**config.mk**
```make
export PLATFORM = sky130hd
export DESIGN_NAME = fan_ctrl_top
export DESIGN_NICKNAME = d
export VERILOG_FILES = /design/src/source/fan_cfg_pkg.sv /design/src/source/fan_cmd_pkg.sv /design/src/source/fan_input_stage.sv /design/src/source/fan_level_decode.sv /design/src/source/level_skew.sv /design/src/source/fan_ctrl_top.sv
export SDC_FILE = /design/constraint.sdc
export NUM_CORES = 1
export LEC_CHECK = 0
export ABC_CLOCK_PERIOD_IN_PS = 1500
export BUFFER_PORTS_ARGS = -buffer_cell sky130_fd_sc_hd__buf_4
export CORE_MARGIN = 2
export CORE_UTILIZATION = 50
export CTS_CLUSTER_DIAMETER = 50
export DETAILED_ROUTE_END_ITERATION = 8
export PLACE_DENSITY_LB_ADDON = 0.25
export SLEW_MARGIN = 30
export SYNTH_ARGS = -nofsm -noshare
export SYNTH_HDL_FRONTEND = slang
export SYNTH_SLANG_ARGS = --single-unit
```
**constraint.sdc**
```tcl
create_clock -name clk -period 1.5 [get_ports clk]
set_input_delay 0 -clock clk [delete_from_list [all_inputs] [get_ports clk]]
set_output_delay 0 -clock clk [all_outputs]
set_load 0.02 [all_outputs]
```
**src/source/fan_cfg_pkg.sv**
```systemverilog
//######################################################################
// fan controller configuration
// tree geometry, per-level adder offsets and the flat vector types
//######################################################################

package fan_cfg_pkg;

	//######################################################################
	// tree geometry
	//######################################################################

	localparam int NUM_PES    = 32;            // leaves of the tree
	localparam int LOG2_PES   = 5;             // bits per vn id
	localparam int NUM_LEVELS = 5;
	localparam int NUM_ADDERS = NUM_PES - 1;   // 31 adders

	// adders on each level, leaf side first
	localparam int ADDERS_PER_LVL [0:NUM_LEVELS-1] = '{16, 8, 4, 2, 1};

	// first adder index of each level in the flat add / cmd vectors
	localparam int ADD_OFFSET [0:NUM_LEVELS-1] = '{0, 16, 24, 28, 30};

	localparam int IN_LATENCY = 2;   // input to decode, in cycles

	//######################################################################
	// vector types
	//######################################################################

	typedef logic [LOG2_PES-1:0] vn_id_t;

	// leaf i lives at bits i*LOG2_PES upward
	typedef logic [NUM_PES*LOG2_PES-1:0] vn_vec_t;

	typedef logic [NUM_ADDERS-1:0] add_vec_t;     // one enable per adder
	typedef logic [3*NUM_ADDERS-1:0] cmd_vec_t;   // three bits per adder
	typedef logic [19:0] sel_vec_t;               // forwarding mux selects, levels 2 to 4

endpackage

```
**src/source/fan_cmd_pkg.sv**
```systemverilog
//######################################################################
// fan command encoding
// adder command codes and forwarding select layout per level
//######################################################################

package fan_cmd_pkg;

	typedef logic [2:0] cmd_t;

	// which vn results are finished at a node
	localparam cmd_t CMD_NONE       = 3'b000;
	localparam cmd_t CMD_LEFT_DONE  = 3'b011;
	localparam cmd_t CMD_RIGHT_DONE = 3'b100;
	localparam cmd_t CMD_BOTH_DONE  = 3'b101;

	//######################################################################
	// forwarding select layout
	//######################################################################

	// select bits per side of one adder, zero where no muxes exist
	localparam int SEL_SIDE_W [0:fan_cfg_pkg::NUM_LEVELS-1] = '{0, 0, 1, 2, 2};

	// first select bit of each level
	localparam int SEL_OFFSET [0:fan_cfg_pkg::NUM_LEVELS-1] = '{0, 0, 0, 8, 16};

	// level 2 takes 4x2x1, level 3 2x2x2, level 4 1x2x2
	localparam int SEL_BITS = 20;

endpackage

```
**src/source/fan_input_stage.sv**
```systemverilog
//######################################################################
// fan input stage
// delays the vn vector to the decoders and pipelines the
// streaming-valid qualifier out to the reduction valid
//######################################################################

module fan_input_stage (
	input  logic                 clk,
	input  logic                 rst,
	input  fan_cfg_pkg::vn_vec_t i_vn,
	input  logic                 i_stationary,
	input  logic                 i_data_valid,
	output fan_cfg_pkg::vn_vec_t o_vn,
	output logic                 o_dec_valid,
	output logic                 o_reduction_valid
);

	// two more stages past decode, matching the level 0 skew
	localparam int VALID_STAGES = fan_cfg_pkg::IN_LATENCY + 2;

	fan_cfg_pkg::vn_vec_t r_vn [fan_cfg_pkg::IN_LATENCY];
	logic [VALID_STAGES-1:0] r_valid;

	// vn delay line
	always_ff @(posedge clk) begin
		if (rst) begin
			for (int i = 0; i < fan_cfg_pkg::IN_LATENCY; i++) begin
				r_vn[i] <= '0;
			end
		end else begin
			r_vn[0] <= i_vn;
			for (int i = 1; i < fan_cfg_pkg::IN_LATENCY; i++) begin
				r_vn[i] <= r_vn[i-1];
			end
		end
	end

	// first stage holds the streaming qualifier
	always_ff @(posedge clk) begin
		if (rst) begin
			r_valid <= '0;
		end else begin
			r_valid <= {r_valid[VALID_STAGES-2:0], i_data_valid & ~i_stationary};
		end
	end

	assign o_vn              = r_vn[fan_cfg_pkg::IN_LATENCY-1];
	assign o_dec_valid       = r_valid[fan_cfg_pkg::IN_LATENCY-1];   // lines up with o_vn
	assign o_reduction_valid = r_valid[VALID_STAGES-1];

endmodule

```
**src/source/fan_level_decode.sv**
```systemverilog
//######################################################################
// fan level decode
// add enable, completion command and forwarding selects for every
// adder of one tree level, purely combinational
//######################################################################

module fan_level_decode #(
	parameter int LEVEL = 0,
	localparam int N = fan_cfg_pkg::ADDERS_PER_LVL[LEVEL],
	localparam int SW = fan_cmd_pkg::SEL_SIDE_W[LEVEL],
	localparam int SEL_W = (SW > 0) ? 2 * N * SW : 1
) (
	input  fan_cfg_pkg::vn_vec_t i_vn,
	input  logic                 i_valid,
	output logic [N-1:0]         o_add,
	output logic [3*N-1:0]       o_cmd,
	output logic [SEL_W-1:0]     o_sel
);

	localparam int HALF = 2 ** LEVEL;                          // leaves per child
	localparam int HH   = (LEVEL > 0) ? 2 ** (LEVEL - 1) : 0;  // half of a child

	fan_cfg_pkg::vn_id_t leaf [fan_cfg_pkg::NUM_PES];

	// eq_b[k] high when leaf k-1 and leaf k carry the same vn
	// bit 0 and the top bit are the tree edges, always a boundary
	logic [fan_cfg_pkg::NUM_PES:0] eq_b;

	// true when eq_b[first] .. eq_b[first+len-1] are all set, len 0 gives 1
	function automatic logic all_same(
		input logic [fan_cfg_pkg::NUM_PES:0] eq,
		input int                            first,
		input int                            len
	);
		logic r;
		r = 1'b1;
		for (int i = 0; i <= fan_cfg_pkg::NUM_PES; i++) begin
			if (i >= first && i < first + len) begin
				r = r & eq[i];
			end
		end
		return r;
	endfunction

	always_comb begin
		for (int i = 0; i < fan_cfg_pkg::NUM_PES; i++) begin
			leaf[i] = i_vn[i*fan_cfg_pkg::LOG2_PES +: fan_cfg_pkg::LOG2_PES];
		end
	end

	always_comb begin
		eq_b = '0;
		for (int i = 1; i < fan_cfg_pkg::NUM_PES; i++) begin
			eq_b[i] = (leaf[i-1] == leaf[i]);
		end
	end

	//######################################################################
	// per adder decode
	//######################################################################

	for (genvar x = 0; x < N; x++) begin : g_adder
		localparam int LO = x * 2 * HALF;        // first leaf covered
		localparam int M  = LO + HALF;           // first leaf of right child
		localparam int HI = LO + 2 * HALF - 1;   // last leaf covered

		logic add;
		logic left_done;
		logic right_done;
		fan_cmd_pkg::cmd_t cmd;

		always_comb begin
			add = i_valid & eq_b[M];
			// vn stops at m-1, starts inside this subtree and was not finished lower down
			left_done = !eq_b[M] && !all_same(eq_b, LO, HALF) && all_same(eq_b, M - HH, HH);
			right_done = !eq_b[M] && !all_same(eq_b, M + 1, HALF) && all_same(eq_b, M + 1, HH);

			if (!i_valid) begin
				cmd = fan_cmd_pkg::CMD_NONE;
			end else if (left_done && right_done) begin
				cmd = fan_cmd_pkg::CMD_BOTH_DONE;
			end else if (left_done) begin
				cmd = fan_cmd_pkg::CMD_LEFT_DONE;
			end else if (right_done) begin
				cmd = fan_cmd_pkg::CMD_RIGHT_DONE;
			end else begin
				cmd = fan_cmd_pkg::CMD_NONE;
			end
		end

		assign o_add[x]        = add;
		assign o_cmd[3*x +: 3] = cmd;

		if (SW > 0) begin : g_sel
			logic [SW-1:0] sel_l;
			logic [SW-1:0] sel_r;

			always_comb begin
				int j_l;
				int j_r;
				// level of the lowest common ancestor, grows with the run length
				j_l = 0;
				j_r = 0;
				for (int k = 1; k < LEVEL; k++) begin
					if (all_same(eq_b, M - 2 ** k, 2 ** k)) begin
						j_l = k;
					end
					if (all_same(eq_b, M + 1, 2 ** k)) begin
						j_r = k;
					end
				end

				if (!i_valid) begin
					sel_l = '0;
					sel_r = '0;
				end else if (SW == 1) begin
					sel_l = SW'(LEVEL - 1 - j_l);   // 1-bit muxes count from the outside
					sel_r = SW'(j_r);
				end else begin
					sel_l = SW'(j_l);
					sel_r = SW'(LEVEL - 1 - j_r);
				end
			end

			assign o_sel[2*SW*x +: 2*SW] = {sel_r, sel_l};   // left side in the low bits
		end
	end

	// no forwarding muxes on levels 0 and 1
	if (SW == 0) begin : g_no_sel
		assign o_sel = '0;
	end

endmodule

```
**src/source/level_skew.sv**
```systemverilog
//######################################################################
// level skew
// diagonal delay line for one level's control fields, the last
// stage is the output register
//######################################################################

module level_skew #(
	parameter int DEPTH = 2,
	parameter int WIDTH = 1
) (
	input  logic             clk,
	input  logic             rst,
	input  logic [WIDTH-1:0] i_fields,
	output logic [WIDTH-1:0] o_fields
);

	logic [WIDTH-1:0] r_stage [DEPTH];

	always_ff @(posedge clk) begin
		if (rst) begin
			for (int i = 0; i < DEPTH; i++) begin
				r_stage[i] <= '0;
			end
		end else begin
			r_stage[0] <= i_fields;
			for (int i = 1; i < DEPTH; i++) begin
				r_stage[i] <= r_stage[i-1];
			end
		end
	end

	assign o_fields = r_stage[DEPTH-1];   // output register

endmodule

```
**src/source/fan_ctrl_top.sv**
```systemverilog
//######################################################################
// fan controller top
// input stage, one decoder and one skew line per tree level
//######################################################################

module fan_ctrl_top (
	input  logic                  clk,
	input  logic                  rst,
	input  fan_cfg_pkg::vn_vec_t  i_vn,
	input  logic                  i_stationary,
	input  logic                  i_data_valid,
	output fan_cfg_pkg::add_vec_t o_reduction_add,
	output fan_cfg_pkg::cmd_vec_t o_reduction_cmd,
	output fan_cfg_pkg::sel_vec_t o_reduction_sel,
	output logic                  o_reduction_valid
);

	fan_cfg_pkg::vn_vec_t w_vn;
	logic w_dec_valid;
	logic [fan_cmd_pkg::SEL_BITS-1:0] w_sel;   // gathered from levels 2 to 4

	fan_input_stage u_input_stage (
		.clk               (clk),
		.rst               (rst),
		.i_vn              (i_vn),
		.i_stationary      (i_stationary),
		.i_data_valid      (i_data_valid),
		.o_vn              (w_vn),
		.o_dec_valid       (w_dec_valid),
		.o_reduction_valid (o_reduction_valid)
	);

	//######################################################################
	// per level decode and diagonal skew
	//######################################################################

	for (genvar l = 0; l < fan_cfg_pkg::NUM_LEVELS; l++) begin : g_level
		localparam int N     = fan_cfg_pkg::ADDERS_PER_LVL[l];
		localparam int A_OFF = fan_cfg_pkg::ADD_OFFSET[l];
		localparam int SW    = fan_cmd_pkg::SEL_SIDE_W[l];
		localparam int SEL_W = 2 * N * SW;
		localparam int S_OFF = fan_cmd_pkg::SEL_OFFSET[l];

		logic [N-1:0]   dec_add;
		logic [N-1:0]   skw_add;
		logic [3*N-1:0] dec_cmd;
		logic [3*N-1:0] skw_cmd;

		if (SW > 0) begin : g_with_sel
			logic [SEL_W-1:0] dec_sel;
			logic [SEL_W-1:0] skw_sel;

			fan_level_decode #(.LEVEL(l)) u_decode (
				.i_vn    (w_vn),
				.i_valid (w_dec_valid),
				.o_add   (dec_add),
				.o_cmd   (dec_cmd),
				.o_sel   (dec_sel)
			);

			// one extra stage per level, so level l lags level l-1 by a cycle
			level_skew #(.DEPTH(l + 2), .WIDTH(4 * N + SEL_W)) u_skew (
				.clk      (clk),
				.rst      (rst),
				.i_fields ({dec_sel, dec_cmd, dec_add}),
				.o_fields ({skw_sel, skw_cmd, skw_add})
			);

			assign w_sel[S_OFF +: SEL_W] = skw_sel;
		end else begin : g_no_sel
			fan_level_decode #(.LEVEL(l)) u_decode (
				.i_vn    (w_vn),
				.i_valid (w_dec_valid),
				.o_add   (dec_add),
				.o_cmd   (dec_cmd),
				.o_sel   ()
			);

			level_skew #(.DEPTH(l + 2), .WIDTH(4 * N)) u_skew (
				.clk      (clk),
				.rst      (rst),
				.i_fields ({dec_cmd, dec_add}),
				.o_fields ({skw_cmd, skw_add})
			);
		end

		assign o_reduction_add[A_OFF +: N]       = skw_add;
		assign o_reduction_cmd[3*A_OFF +: 3*N]   = skw_cmd;
	end

	assign o_reduction_sel = w_sel;

endmodule

```
After elaboration in Yosys (flattened, before gate mapping)
Memory sizes are Yosys's and may differ from the RTL's.
Index checks and enable logic that the tools add are counted.
Widths: inputs -> output; s select.

operators by class
  add/sub/neg operators = 7
  equality and inequality tests = 31
  multiplexer cells = 185
  bitwise operators = 123
  reduce and logical (&&, ||, !) cells = 166

operators by type and width
  operator             number
  $mux 3               124
  $mux 160             2
  $eq 5x5->1           31
  $mux 64              2
  $logic_and 1x1->1    113
  $and 1x1->1          100
  $mux 24              4
  $mux 32              3
  $mux 16              5
  $logic_not 1->1      53
  $mux 8               6
  $mux 2               14
  $mux 1               25
  $or 1x1->1           22
  $sub 1x1->1 const A  4
  $sub 2x2->2 const A  2
  $sub 1x2->2 const A  1
  $not 1->1            1

word-level totals
  register bits after elaboration = 4
  RAM bits = 768
  bits of input ports = 164
  output and inout bits = 145
  logic and storage cells = 519
  memories = 6

memories
  memory                                depth  bits a word  read ports  clocked after memory_dff  wr ports  line                   RTL
  u_input_stage.r_vn                    2      160          2           0                         2         fan_input_stage.sv:21  fan_cfg_pkg::vn_vec_t r_vn [fan_cfg_pkg::IN_LATENCY];
  g_level[0].g_no_sel.u_skew.r_stage    2      64           2           0                         2         level_skew.sv:17       logic [WIDTH-1:0] r_stage [DEPTH];
  g_level[1].g_no_sel.u_skew.r_stage    3      32           3           0                         3         level_skew.sv:17
  g_level[2].g_with_sel.u_skew.r_stage  4      24           4           0                         4         level_skew.sv:17
  g_level[3].g_with_sel.u_skew.r_stage  5      16           5           0                         5         level_skew.sv:17
  g_level[4].g_with_sel.u_skew.r_stage  6      8            6           0                         6         level_skew.sv:17

Depth between registers and ports, before layout
Gate-level depths: netlist (run 1).
An unclocked memory read counts as a cell.

  depth in word-level cells = 17
  gate-level depth with buffers = 8
  depth with buffers taken out = 6

Cells and area by module
Synthesis (run 1) repeated with hierarchy kept, for this count alone.

second synthesis, totals
  cells, all modules = 3019
  area, all modules = 31179.9 um^2

modules (own cells, without submodules)
  module                                             instances  cells each  area an instance (um^2)  seq. area each (um^2)
  fan_input_stage                                    1          844         10254.8                  6486.2
  level_skew (g_level[0].g_no_sel.u_skew)            1          334         3945.0                   2562.5
  level_skew (g_level[1].g_no_sel.u_skew)            1          234         2840.2                   1921.8
  level_skew (g_level[2].g_with_sel.u_skew)          1          202         2600.0                   1921.8
  fan_level_decode (g_level[0].g_no_sel.u_decode)    1          305         2275.9                   0.0
  level_skew (g_level[3].g_with_sel.u_skew)          1          184         2262.2                   1601.5
  fan_level_decode (g_level[1].g_no_sel.u_decode)    1          273         2048.2                   0.0
  fan_level_decode (g_level[2].g_with_sel.u_decode)  1          241         1642.8                   0.0
  level_skew (g_level[4].g_with_sel.u_skew)          1          109         1365.1                   960.9
  fan_level_decode (g_level[3].g_with_sel.u_decode)  1          174         1158.6                   0.0
  fan_level_decode (g_level[4].g_with_sel.u_decode)  1          119         787.0                    0.0

Worst setup path after synthesis (run 1)
Ideal clock, no wire load.

  path type = flip-flop to flip-flop
  start point = mem u_input_stage.r_vn[0][223] (netlist bit)
  end point = mem g_level[3].g_with_sel.u_skew.r_stage[0][3] (netlist bit)
  setup time = 0.059 ns
  data arrival time = 1.465 ns
  required time = 1.441 ns
  slack = -0.024 ns
  cell stages (with the launch flop) = 8
  path buffers = 1
  period minus slack after synthesis = 1.524 ns
  cell sequence = dfxtp_1 xor2_1 nor2_1 and4_1 clkbuf_1 nand4b_2 o2111ai_1 and2_1

RTL lines
  what                line
  start: declaration  fan_input_stage.sv:21
  end: declaration    level_skew.sv:17

==> results of run 1 <==
==> worst paths after layout <==
check                                                                            from                                               endpoint  slack (ns)  depth (start not counted)
worst max-delay path                            u_input_stage.r_vn[0][248]$_SDFF_PP0_  g_level[3].g_with_sel.u_skew.r_stage[0][6]$_SDFF_PP0_       -0.10                          7
worst min-delay path                                                              rst  g_level[3].g_with_sel.u_skew.r_stage[0][1]$_SDFF_PP0_        0.07                          4
worst max register to register                  u_input_stage.r_vn[0][248]$_SDFF_PP0_  g_level[3].g_with_sel.u_skew.r_stage[0][6]$_SDFF_PP0_       -0.10                          7
worst min register to register  g_level[4].g_with_sel.u_skew.r_stage[0][0]$_SDFF_PP0_  g_level[4].g_with_sel.u_skew.r_stage[0][8]$_SDFF_PP0_        0.43                          1
==> worst min-delay path, stage by stage <==
cell and delay [ns]:
buf_8 0.08, nand2b_2 0.16, buf_12 0.29, nor2_4 0.06
==> cell type report <==
cell class | count | area, µm²
flip-flops and latches | 772 | 15500
fillers | 3314 | 15100
multi-input cells | 1043 | 7280
repair buffers | 618 | 5270
clock buffers | 100 | 2140
well taps | 607 | 759
clock inverters | 23 | 343
inverters | 10 | 41.3
diodes | 2 | 5.00
==> state kept, by name (all words and copies together) (netlist names) <==
name and count:
g_level.g_no_sel.u_skew.r_stage 224, g_level.g_with_sel.u_skew.r_stage 224, u_input_stage.r_valid 4, u_input_stage.r_vn 320
==> power breakdown <==
| group | internal [mW] | total [mW] | switching [mW] |
|---|---|---|---|
| Clock | 11.4 | 18.7 | 7.36 |
| Sequential | 21.0 | 21.2 | 0.227 |
| Combinational | 1.66 | 3.01 | 1.36 |
| Total | 34.0 | 42.9 | 8.95 |
==> kinds of logic (layout without fill, tap and decap cells) <==
| group | count (synthesis) | count (layout) | share of synthesized area |
|---|---|---|---|
| buf+inv | 210 | 751 | 0.0532 |
| flops | 772 | 772 | 0.659 |
| compound gates | 16 | 16 | 0.00582 |
| xor+xnor | 155 | 155 | 0.0585 |
| other cells | 1 | 3 | 0.000160 |
| simple gates | 871 | 871 | 0.223 |
==> what timing repair did <==
action / CTS / global route
endpoints found under the setup margin: 39 / 62
buffers inserted: 13 / 12
hold buffers: 172 / 0
pin swaps: 30 / 47
resized for setup: 80 / 108
hold endpoints to repair: 161 / 0
==> routing by layer <==
metal / track usage / up-vias / wire (µm) / share of wire
li1: - / 7107 / - / -
met1: 0.245 / 6369 / 21300 / 0.46
met2: 0.301 / 281 / 21800 / 0.47
met3: 0.0388 / 92 / 2090 / 0.045
met4: 0.0864 / 0 / 1430 / 0.031
met5: 0 / - / 0 / 0
==> cells in the final DEF, fill, tap and decap left out, types with 14 or more instances in the layout <==
cell / netlist / final
xnor2_1: 73 / 65
dlygate4sd3_1: 0 / 172
buf_4: 120 / 408
clkbuf_16: 0 / 77
nor2b_1: 634 / 631
nand3_2: 3 / 14
nor3_1: 39 / 18
nor3_2: 3 / 21
xor2_1: 80 / 75
buf_6: 0 / 30
nor2_1: 76 / 63
nand2_1: 24 / 15
dfxtp_1: 772 / 733
dfxtp_2: 0 / 37
==> stage by stage <==
stage / area, µm² / power [mW] / setup WS [ns] / util
2_1_floorplan: 23500 / 22.8 / -0.00233 / -
3_3_place_gp: 26300 / 23.8 / -0.284 / 0.566
3_5_place_dp: 26300 / 23.9 / -0.349 / 0.566
4_1_cts: 30900 / 43.1 / -0.0830 / 0.665
5_1_grt: 31400 / 44.5 / -0.209 / 0.675
6_report: 31400 / 42.9 / -0.100 / 0.675
==> results.toml, run 1 <==
[place]
port_buffers = 308
placed_cells = 2856
hpwl_um = 29500
gp_congestion = 0.802

[min_path]
hp-class = "input pin to register"

[yosys]
netlist_instances = 2025
yosysMostFrequentCell = "dfxtp_1"
synth.net_count = 2189
ys.flop_type = "dfxtp_1"
synth-seq-cells = 772
synth_area_leaders = "dfxtp_1, nor2b_1, buf_4"
synth_edf_count = 0
synth_top_cells_by_count = "dfxtp_1, nor2b_1, buf_4"
netlist_area_um2 = 23400
avgSynthCellArea_um2 = 11.6
synthDominantCellAreaShare = 0.659
synth_top_cell_by_area = "dfxtp_1"
yosysSeqAreaShare = 0.659
yosysUniqueCellTypes = 45
async_flop_share = 0
yosysWarnings = 0

[clock_network]
cts.sinks = 772
cts_buffer_depth = 3
root_buffer = "clkbuf_16"
cts_tree = "yes"
htreeDepth = 3
insertion_delay_ns = 0.59
numCtsBuffers = 73
clk_pin_slew_ns = 0.06

[cells_and_area]
drive_above_1_share = 0.278
stdcell_count = 3175
fin_nets = 2682
areaGrowthSynthToFinish_pct = 33.7

[power]
p_leak_nw = 13.4
peakVddDrop_mv = 0.876
powerDensity_nw_per_um2 = 1370

[critical_path]
crit_family = "compound AO/OA/AOI/OAI gates"
crit_chain = "xor2_1, nor3_2, nand3_2, nor2_4, buf_4, a2111oi_4, a21boi_2"
critPathSlowestCell = "dfxtp_1"
cp.arrival_ns = 2.13
start_kind = "register"
criticalPathCategory = "register to register"
path_max_fanout = 6
path_buf_inv = 1
critPathCaptureType = "register"
cpPeakStageDelay_ns = 0.39
cp.required_ns = 2.03

[timing]
fin_worst_skew_ns = 0.0159
setup_violations = 17
rsz0062_at_grt = "true"
worst_pin_slew_ns = 0.665
fmax_mhz = 625
fin_hold_ws_ns = 0.0680
relSlewSlack = 0.557
period_minus_slack_ns = 1.60
hold_viol_final = 0
fin_tns_setup_ns = -0.610
period_share = 1.07
setup_ws_ns = -0.100
drv_slew = 0

[global_route]
grt_antenna_before_repair = 2
grt_overflow = 0
grt_max_degree = 161
grt_usage = 0.188
grt_pass1_vias = 14100
grt_pass1_wl_um = 71600

[floorplan]
fp.dieH_um = 221
coreArea_um2 = 46500
die_area_um2 = 48600
pin_count = 309
start_util = 0.505
rows = 79
die_x_um = 221

[status]
status = "finished, violations left"
violations = "negative setup slack"

[run]
cap_violations = 0

[detailed_routing]
wl_um = 46700
drt-vias-per-instance = 4.36
wl_per_cell_um = 14.7
drt_first_pass_iters = 4
vias = 13800
drc = 0
drt-initial-drc-count = 500
postRouteAntennaNets = 0
(Power assumes the default switching activity.)
==> run 2, diff against run 1 <==
- ABC_CLOCK_PERIOD_IN_PS: 1500 -> 1700
- BUFFER_PORTS_ARGS: -buffer_cell sky130_fd_sc_hd__buf_4 -> -buffer_cell sky130_fd_sc_hd__buf_2
- clock period: 1.5 -> 1.7 ns (I/O delays scaled with it)
==> run 2 against run 1 <==
Effect of this change:
- highest routed layer unchanged
- non-clock buffer count decreased by 84
- power decreased by 10%
- sequential cell count unchanged
- final cell count decreased by 2.3%
- clock-buffer cell count increased by 1
- register-to-register slack improved by 0.08 ns
- critical path type unchanged
- combinational power decreased by 31%
- maximum frequency decreased by 7.2%
- hold slack improved by 0.091 ns
- the run still ends with negative setup slack left
- die area unchanged
- sequential share of layout area increased by 2.8 points
==> results.toml, run 2 (synthesized netlist as in run 1, its figures left out) <==
[status]
status = "finished, violations left"
violations = "negative setup slack"

[cells_and_area]
fin_nets = 2599
fin_util = 0.636
reg_top3 = "u_input_stage.r_vn: 320 flops, g_level.g_no_sel.u_skew.r_stage: 224 flops, g_level.g_with_sel.u_skew.r_stage: 224 flops"
regArea_um2 = 15500
final_cell_mix = "dfxtp_1, nor2b_1, buf_2"
largest_register_ffs = 320
top_register = "u_input_stage.r_vn"
fillers = 3622
design_area_um2 = 29600
drive_above_1_share = 0.214
areaGrowthSynthToFinish_pct = 26.0
final_common_cell = "dfxtp_1"
multi_input_comb_area_um2 = 6830

[min_path]
holdPathStages = 3
hp-class = "input pin to register"

[timing]
drv_slew = 0
period_minus_slack_ns = 1.72
fin_worst_skew_ns = 0.0158
relSlewSlack = 0.250
period_share = 1.01
worst_pin_slew_ns = 1.12
fmax_mhz = 580
setup_violations = 1
setup_ws_ns = -0.0241
rsz0062_at_grt = "true"
hold_viol_final = 0
fin_hold_ws_ns = 0.159

[global_route]
grt_pass1_wl_um = 69700
grt_overflow = 0
grt_antenna_before_repair = 2
grt_pass1_vias = 13700
grt_max_degree = 228
grt_usage = 0.182

[clock_network]
root_buffer = "clkbuf_16"
cts_tree = "yes"
cts.sinks = 772
clk_pin_slew_ns = 0.06
numCtsBuffers = 74
htreeDepth = 3
insertion_delay_ns = 0.58
cts_buffer_depth = 3

[floorplan]
die_x_um = 221
start_util = 0.505
pin_count = 309
coreArea_um2 = 46500
fp.dieH_um = 221
rows = 79
die_area_um2 = 48600

[power]
powerDensity_nw_per_um2 = 1300
peakVddDrop_mv = 0.854
p_leak_nw = 12.8
power_mw = 38.6

[detailed_routing]
drt-vias-per-instance = 4.35
wl_per_cell_um = 14.4
postRouteAntennaNets = 0
wl_um = 44600
drt_first_pass_iters = 4
vias = 13500
drc = 0
drt-initial-drc-count = 451

[place]
placed_cell_area_um2 = 25000
hpwl_um = 28800
port_buffers = 308
gp_congestion = 0.816

[critical_path]
critPathCaptureType = "register"
cp.required_ns = 2.22
start_kind = "register"
criticalPathCategory = "register to register"
ff2ff_path_depth = 6
path_max_fanout = 4
cp.arrival_ns = 2.24

[run]
cap_violations = 0
==> run 2: cell types whose count changed in the layout (fill, tap and decap cells not counted), moves of 12 or more <==
| cell | previous run | this run |
|---|---|---|
| buf_4 | 408 | 55 |
| buf_2 | 0 | 307 |
| dfxtp_1 | 733 | 769 |
| dfxtp_2 | 37 | 3 |
| buf_6 | 30 | 1 |
| nor3_1 | 18 | 33 |
| nor2_1 | 63 | 76 |
| nor3_2 | 21 | 9 |
==> run 2: timing repair <==
item                                   in CTS  in global routing
setup endpoints to repair                   4                 14
gates resized for setup                     5                 22
endpoints found under the hold margin     248                  0
hold buffers                              164                  0
pin swaps                                   1                 11
cloned                                      0                  0
setup buffers                               1                  6
==> run 2: final timing paths <==
path / start / end / slack, ns
max: u_input_stage.r_vn[0][269]$_SDFF_PP0_ / g_level[3].g_with_sel.u_skew.r_stage[0][6]$_SDFF_PP0_ / -0.02
min: i_vn[4] / u_input_stage.r_vn[0][4]$_SDFF_PP0_ / 0.16
max reg2reg: u_input_stage.r_vn[0][269]$_SDFF_PP0_ / g_level[3].g_with_sel.u_skew.r_stage[0][6]$_SDFF_PP0_ / -0.02
min reg2reg: g_level[2].g_with_sel.u_skew.r_stage[2][9]$_SDFF_PP0_ / g_level[2].g_with_sel.u_skew.r_stage[3][9]$_SDFF_PP0_ / 0.42
==> run 2: critical path, stage by stage, from the launching register on <==
cell	delay (ns)
dfxtp_2	0.34
xor2_1	0.16
nor3_2	0.22
nand3_1	0.13
nand2b_4	0.19
a2111oi_4	0.40
a21boi_2	0.22
==> run 2: per-layer routing <==
metal  routed length (µm)  global-route usage  vias to the layer above
met3                 2220              0.0386                       84
met1                20800               0.242                     6144
met5                    0                   0                        -
li1                     -                   -                     6962
met4                 1320              0.0811                        0
met2                20300               0.288                      316
==> run 2: area by class of cell <==
class / instances / share of cell area
flip-flops and latches: 772 / 0.523
multi-input cells: 1043 / 0.231
repair buffers: 534 / 0.126
clock buffers: 101 / 0.0738
well taps: 607 / 0.0257
clock inverters: 34 / 0.0184
inverters: 10 / 0.00131
diodes: 1 / 0.0000847
==> run 2: per-stage QoR <==
stage / std cells / setup WS (ns) / setup TNS [ns]
global placement: 2795 / -0.0432 / -0.0719
global route: 3102 / -0.153 / -0.265
detailed placement: 2795 / -0.0638 / -0.0955
finish: 3102 / -0.0241 / -0.0241
floorplan: 2025 / 0.176 / 0
CTS: 3095 / 0.000560 / 0
==> run 2: power by group <==
part	internal, mW	switching (mW)	leakage (nW)
logic	1.08	1.00	5.20
registers	18.5	0.199	6.29
clock network	11.2	6.63	1.32
total	30.7	7.83	12.8
==> run 3, diff against run 2 <==
- SYNTH_HIERARCHICAL: default -> 1
==> run 3 against run 2 <==
Effect of this change:
- the flow still finishes with violations (negative setup slack)
- power is 8.0% higher
- routed wire length rose by 61%
- critical path depth fell by 1
- combinational power increased by 120%
- sequential power barely moved
- final area rose by 36%
- sequential share of layout area decreased by 13 points
==> results.toml, run 3 <==
[status]
status = "finished, violations left"
violations = "negative setup slack"

[timing]
rsz0062_at_grt = "true"
relSlewSlack = 0.508
hold_viol_final = 0
fin_worst_skew_ns = 0.0229
fmax_mhz = 432
period_share = 1.36
worst_pin_slew_ns = 0.739
period_minus_slack_ns = 2.31
drv_slew = 0
fin_tns_setup_ns = -5.87
setup_ws_ns = -0.614
setup_violations = 30

[floorplan]
pin_count = 309
start_util = 0.505
rows = 91
die_area_um2 = 64300
coreArea_um2 = 61700
die_x_um = 254
fp.dieH_um = 254

[power]
p_leak_nw = 17.4
power_mw = 41.7
peakVddDrop_mv = 0.752
powerDensity_nw_per_um2 = 1040

[detailed_routing]
wl_um = 72100
postRouteAntennaNets = 0
drt-vias-per-instance = 4.72
drt_first_pass_iters = 5
wl_per_cell_um = 16.1
drt-initial-drc-count = 1145
vias = 21200
drc = 0

[cells_and_area]
fin_util = 0.650
multi_input_comb_area_um2 = 13800
final_cell_mix = "nor2b_1, dfxtp_1, buf_4"
fin_nets = 3741
largest_register_ffs = 320
drive_above_1_share = 0.329
stdcell_count = 4485
fillers = 4943
top_register = "u_input_stage/r_vn"
areaGrowthSynthToFinish_pct = 28.6
regArea_um2 = 15600
reg_top3 = "u_input_stage/r_vn: 320 flops, g_level.g_no_sel.u_skew/r_stage: 224 flops, g_level.g_with_sel.u_skew/r_stage: 224 flops"

[run]
cap_violations = 0

[min_path]
min_to = "u_input_stage/r_vn[0][127]$_SDFF_PP0_"
hp-start = "i_vn[127]"
hp-class = "input pin to register"
holdPathStages = 3

[yosys]
netlist_instances = 3016
yosysWarnings = 6
avgSynthCellArea_um2 = 10.3
synth.net_count = 3180
netlist_area_um2 = 31200

[clock_network]
cts.sinks = 772
htreeDepth = 3
numCtsBuffers = 83
root_buffer = "clkbuf_16"
insertion_delay_ns = 0.63
cts_tree = "yes"
cts_buffer_depth = 3
clk_pin_slew_ns = 0.06

[critical_path]
cp.required_ns = 2.19
critPathSlowestCell = "a222oi_1"
rrSetupSlack_ns = -0.61
cp.arrival_ns = 2.80
crit_chain = "or4_1, a222oi_1, a41oi_2, and3_1, nor2b_1"
ff2ff_path_depth = 5
cpPeakStageDelay_ns = 0.65
critPathCaptureType = "register"
r2r-end = "g_level[3].g_with_sel.u_skew/r_stage[0][6]$_SDFF_PP0_"
crit_path_start = "u_input_stage/r_vn[0][258]$_SDFF_PP0_"
criticalPathCategory = "register to register"
path_max_fanout = 4
start_kind = "register"
timing.rr.start = "u_input_stage/r_vn[0][258]$_SDFF_PP0_"

[place]
port_buffers = 308
hpwl_um = 50200
gp_congestion = 0.870
dp_slack_ns = -0.531
placed_cells = 4122

[global_route]
grt_overflow = 0
grt_pass1_vias = 20900
grt_antenna_before_repair = 0
grt_pass1_wl_um = 111000
grt_max_degree = 101
grt_usage = 0.218
==> run 3: worst max path at each step <==
stage / end / cells after the start
after floorplan: g_level[3].g_with_sel.u_skew/r_stage[0][4]$_SDFF_PP0_ / 7
after global placement: g_level[3].g_with_sel.u_skew/r_stage[0][6]$_SDFF_PP0_ / 5
after detailed placement: g_level[3].g_with_sel.u_skew/r_stage[0][6]$_SDFF_PP0_ / 5
after CTS: g_level[3].g_with_sel.u_skew/r_stage[0][6]$_SDFF_PP0_ / 5
after global routing: g_level[3].g_with_sel.u_skew/r_stage[0][6]$_SDFF_PP0_ / 5
final: g_level[3].g_with_sel.u_skew/r_stage[0][6]$_SDFF_PP0_ / 5
==> run 3: final cells by class <==
cell class	instances	area share
antenna	1	0.0000624
timing repair buffer	882	0.169
clock inverter	42	0.0129
clock buffer	113	0.0587
multi-input combinational	1832	0.344
inverter	6	0.000562
tap	837	0.0261
sequential	772	0.389
==> run 3: what timing repair did <==
action / in CTS / in global routing
pin swaps: 62 / 76
setup buffers: 20 / 30
endpoints found under the setup margin: 75 / 104
endpoints found under the hold margin: 280 / 0
resized for setup: 153 / 215
hold buffers: 163 / 0
==> run 3: report_power, final <==
group / total [mW] / switching, mW / internal, mW
combinational: 4.53 / 2.23 / 2.30
sequential: 18.8 / 0.269 / 18.5
clock: 18.4 / 7.41 / 10.9
==> run 3: per-stage QoR <==
stage                     hold slack, ns  cell area [µm²]
after global placement             0.165            33600
after floorplan                   0.0761            31300
final                              0.120            40100
after CTS                         0.0792            38900
after detailed placement           0.165            33600
after global routing               0.123            40100
==> run 3: critical path: cells and delay by family (launching register included) <==
| kind | cells | cell delay [ns] |
|---|---|---|
| AO/OA/AOI/OAI | 2 | 0.97 |
| AND/OR/NAND/NOR | 3 | 0.89 |
| flip-flops | 1 | 0.33 |
==> run 3: routing by layer <==
layer  track usage  wire length [µm]
met1         0.300             33800
met2         0.350             33300
met3        0.0353              3300
met4        0.0689              1630
met5             0                 0
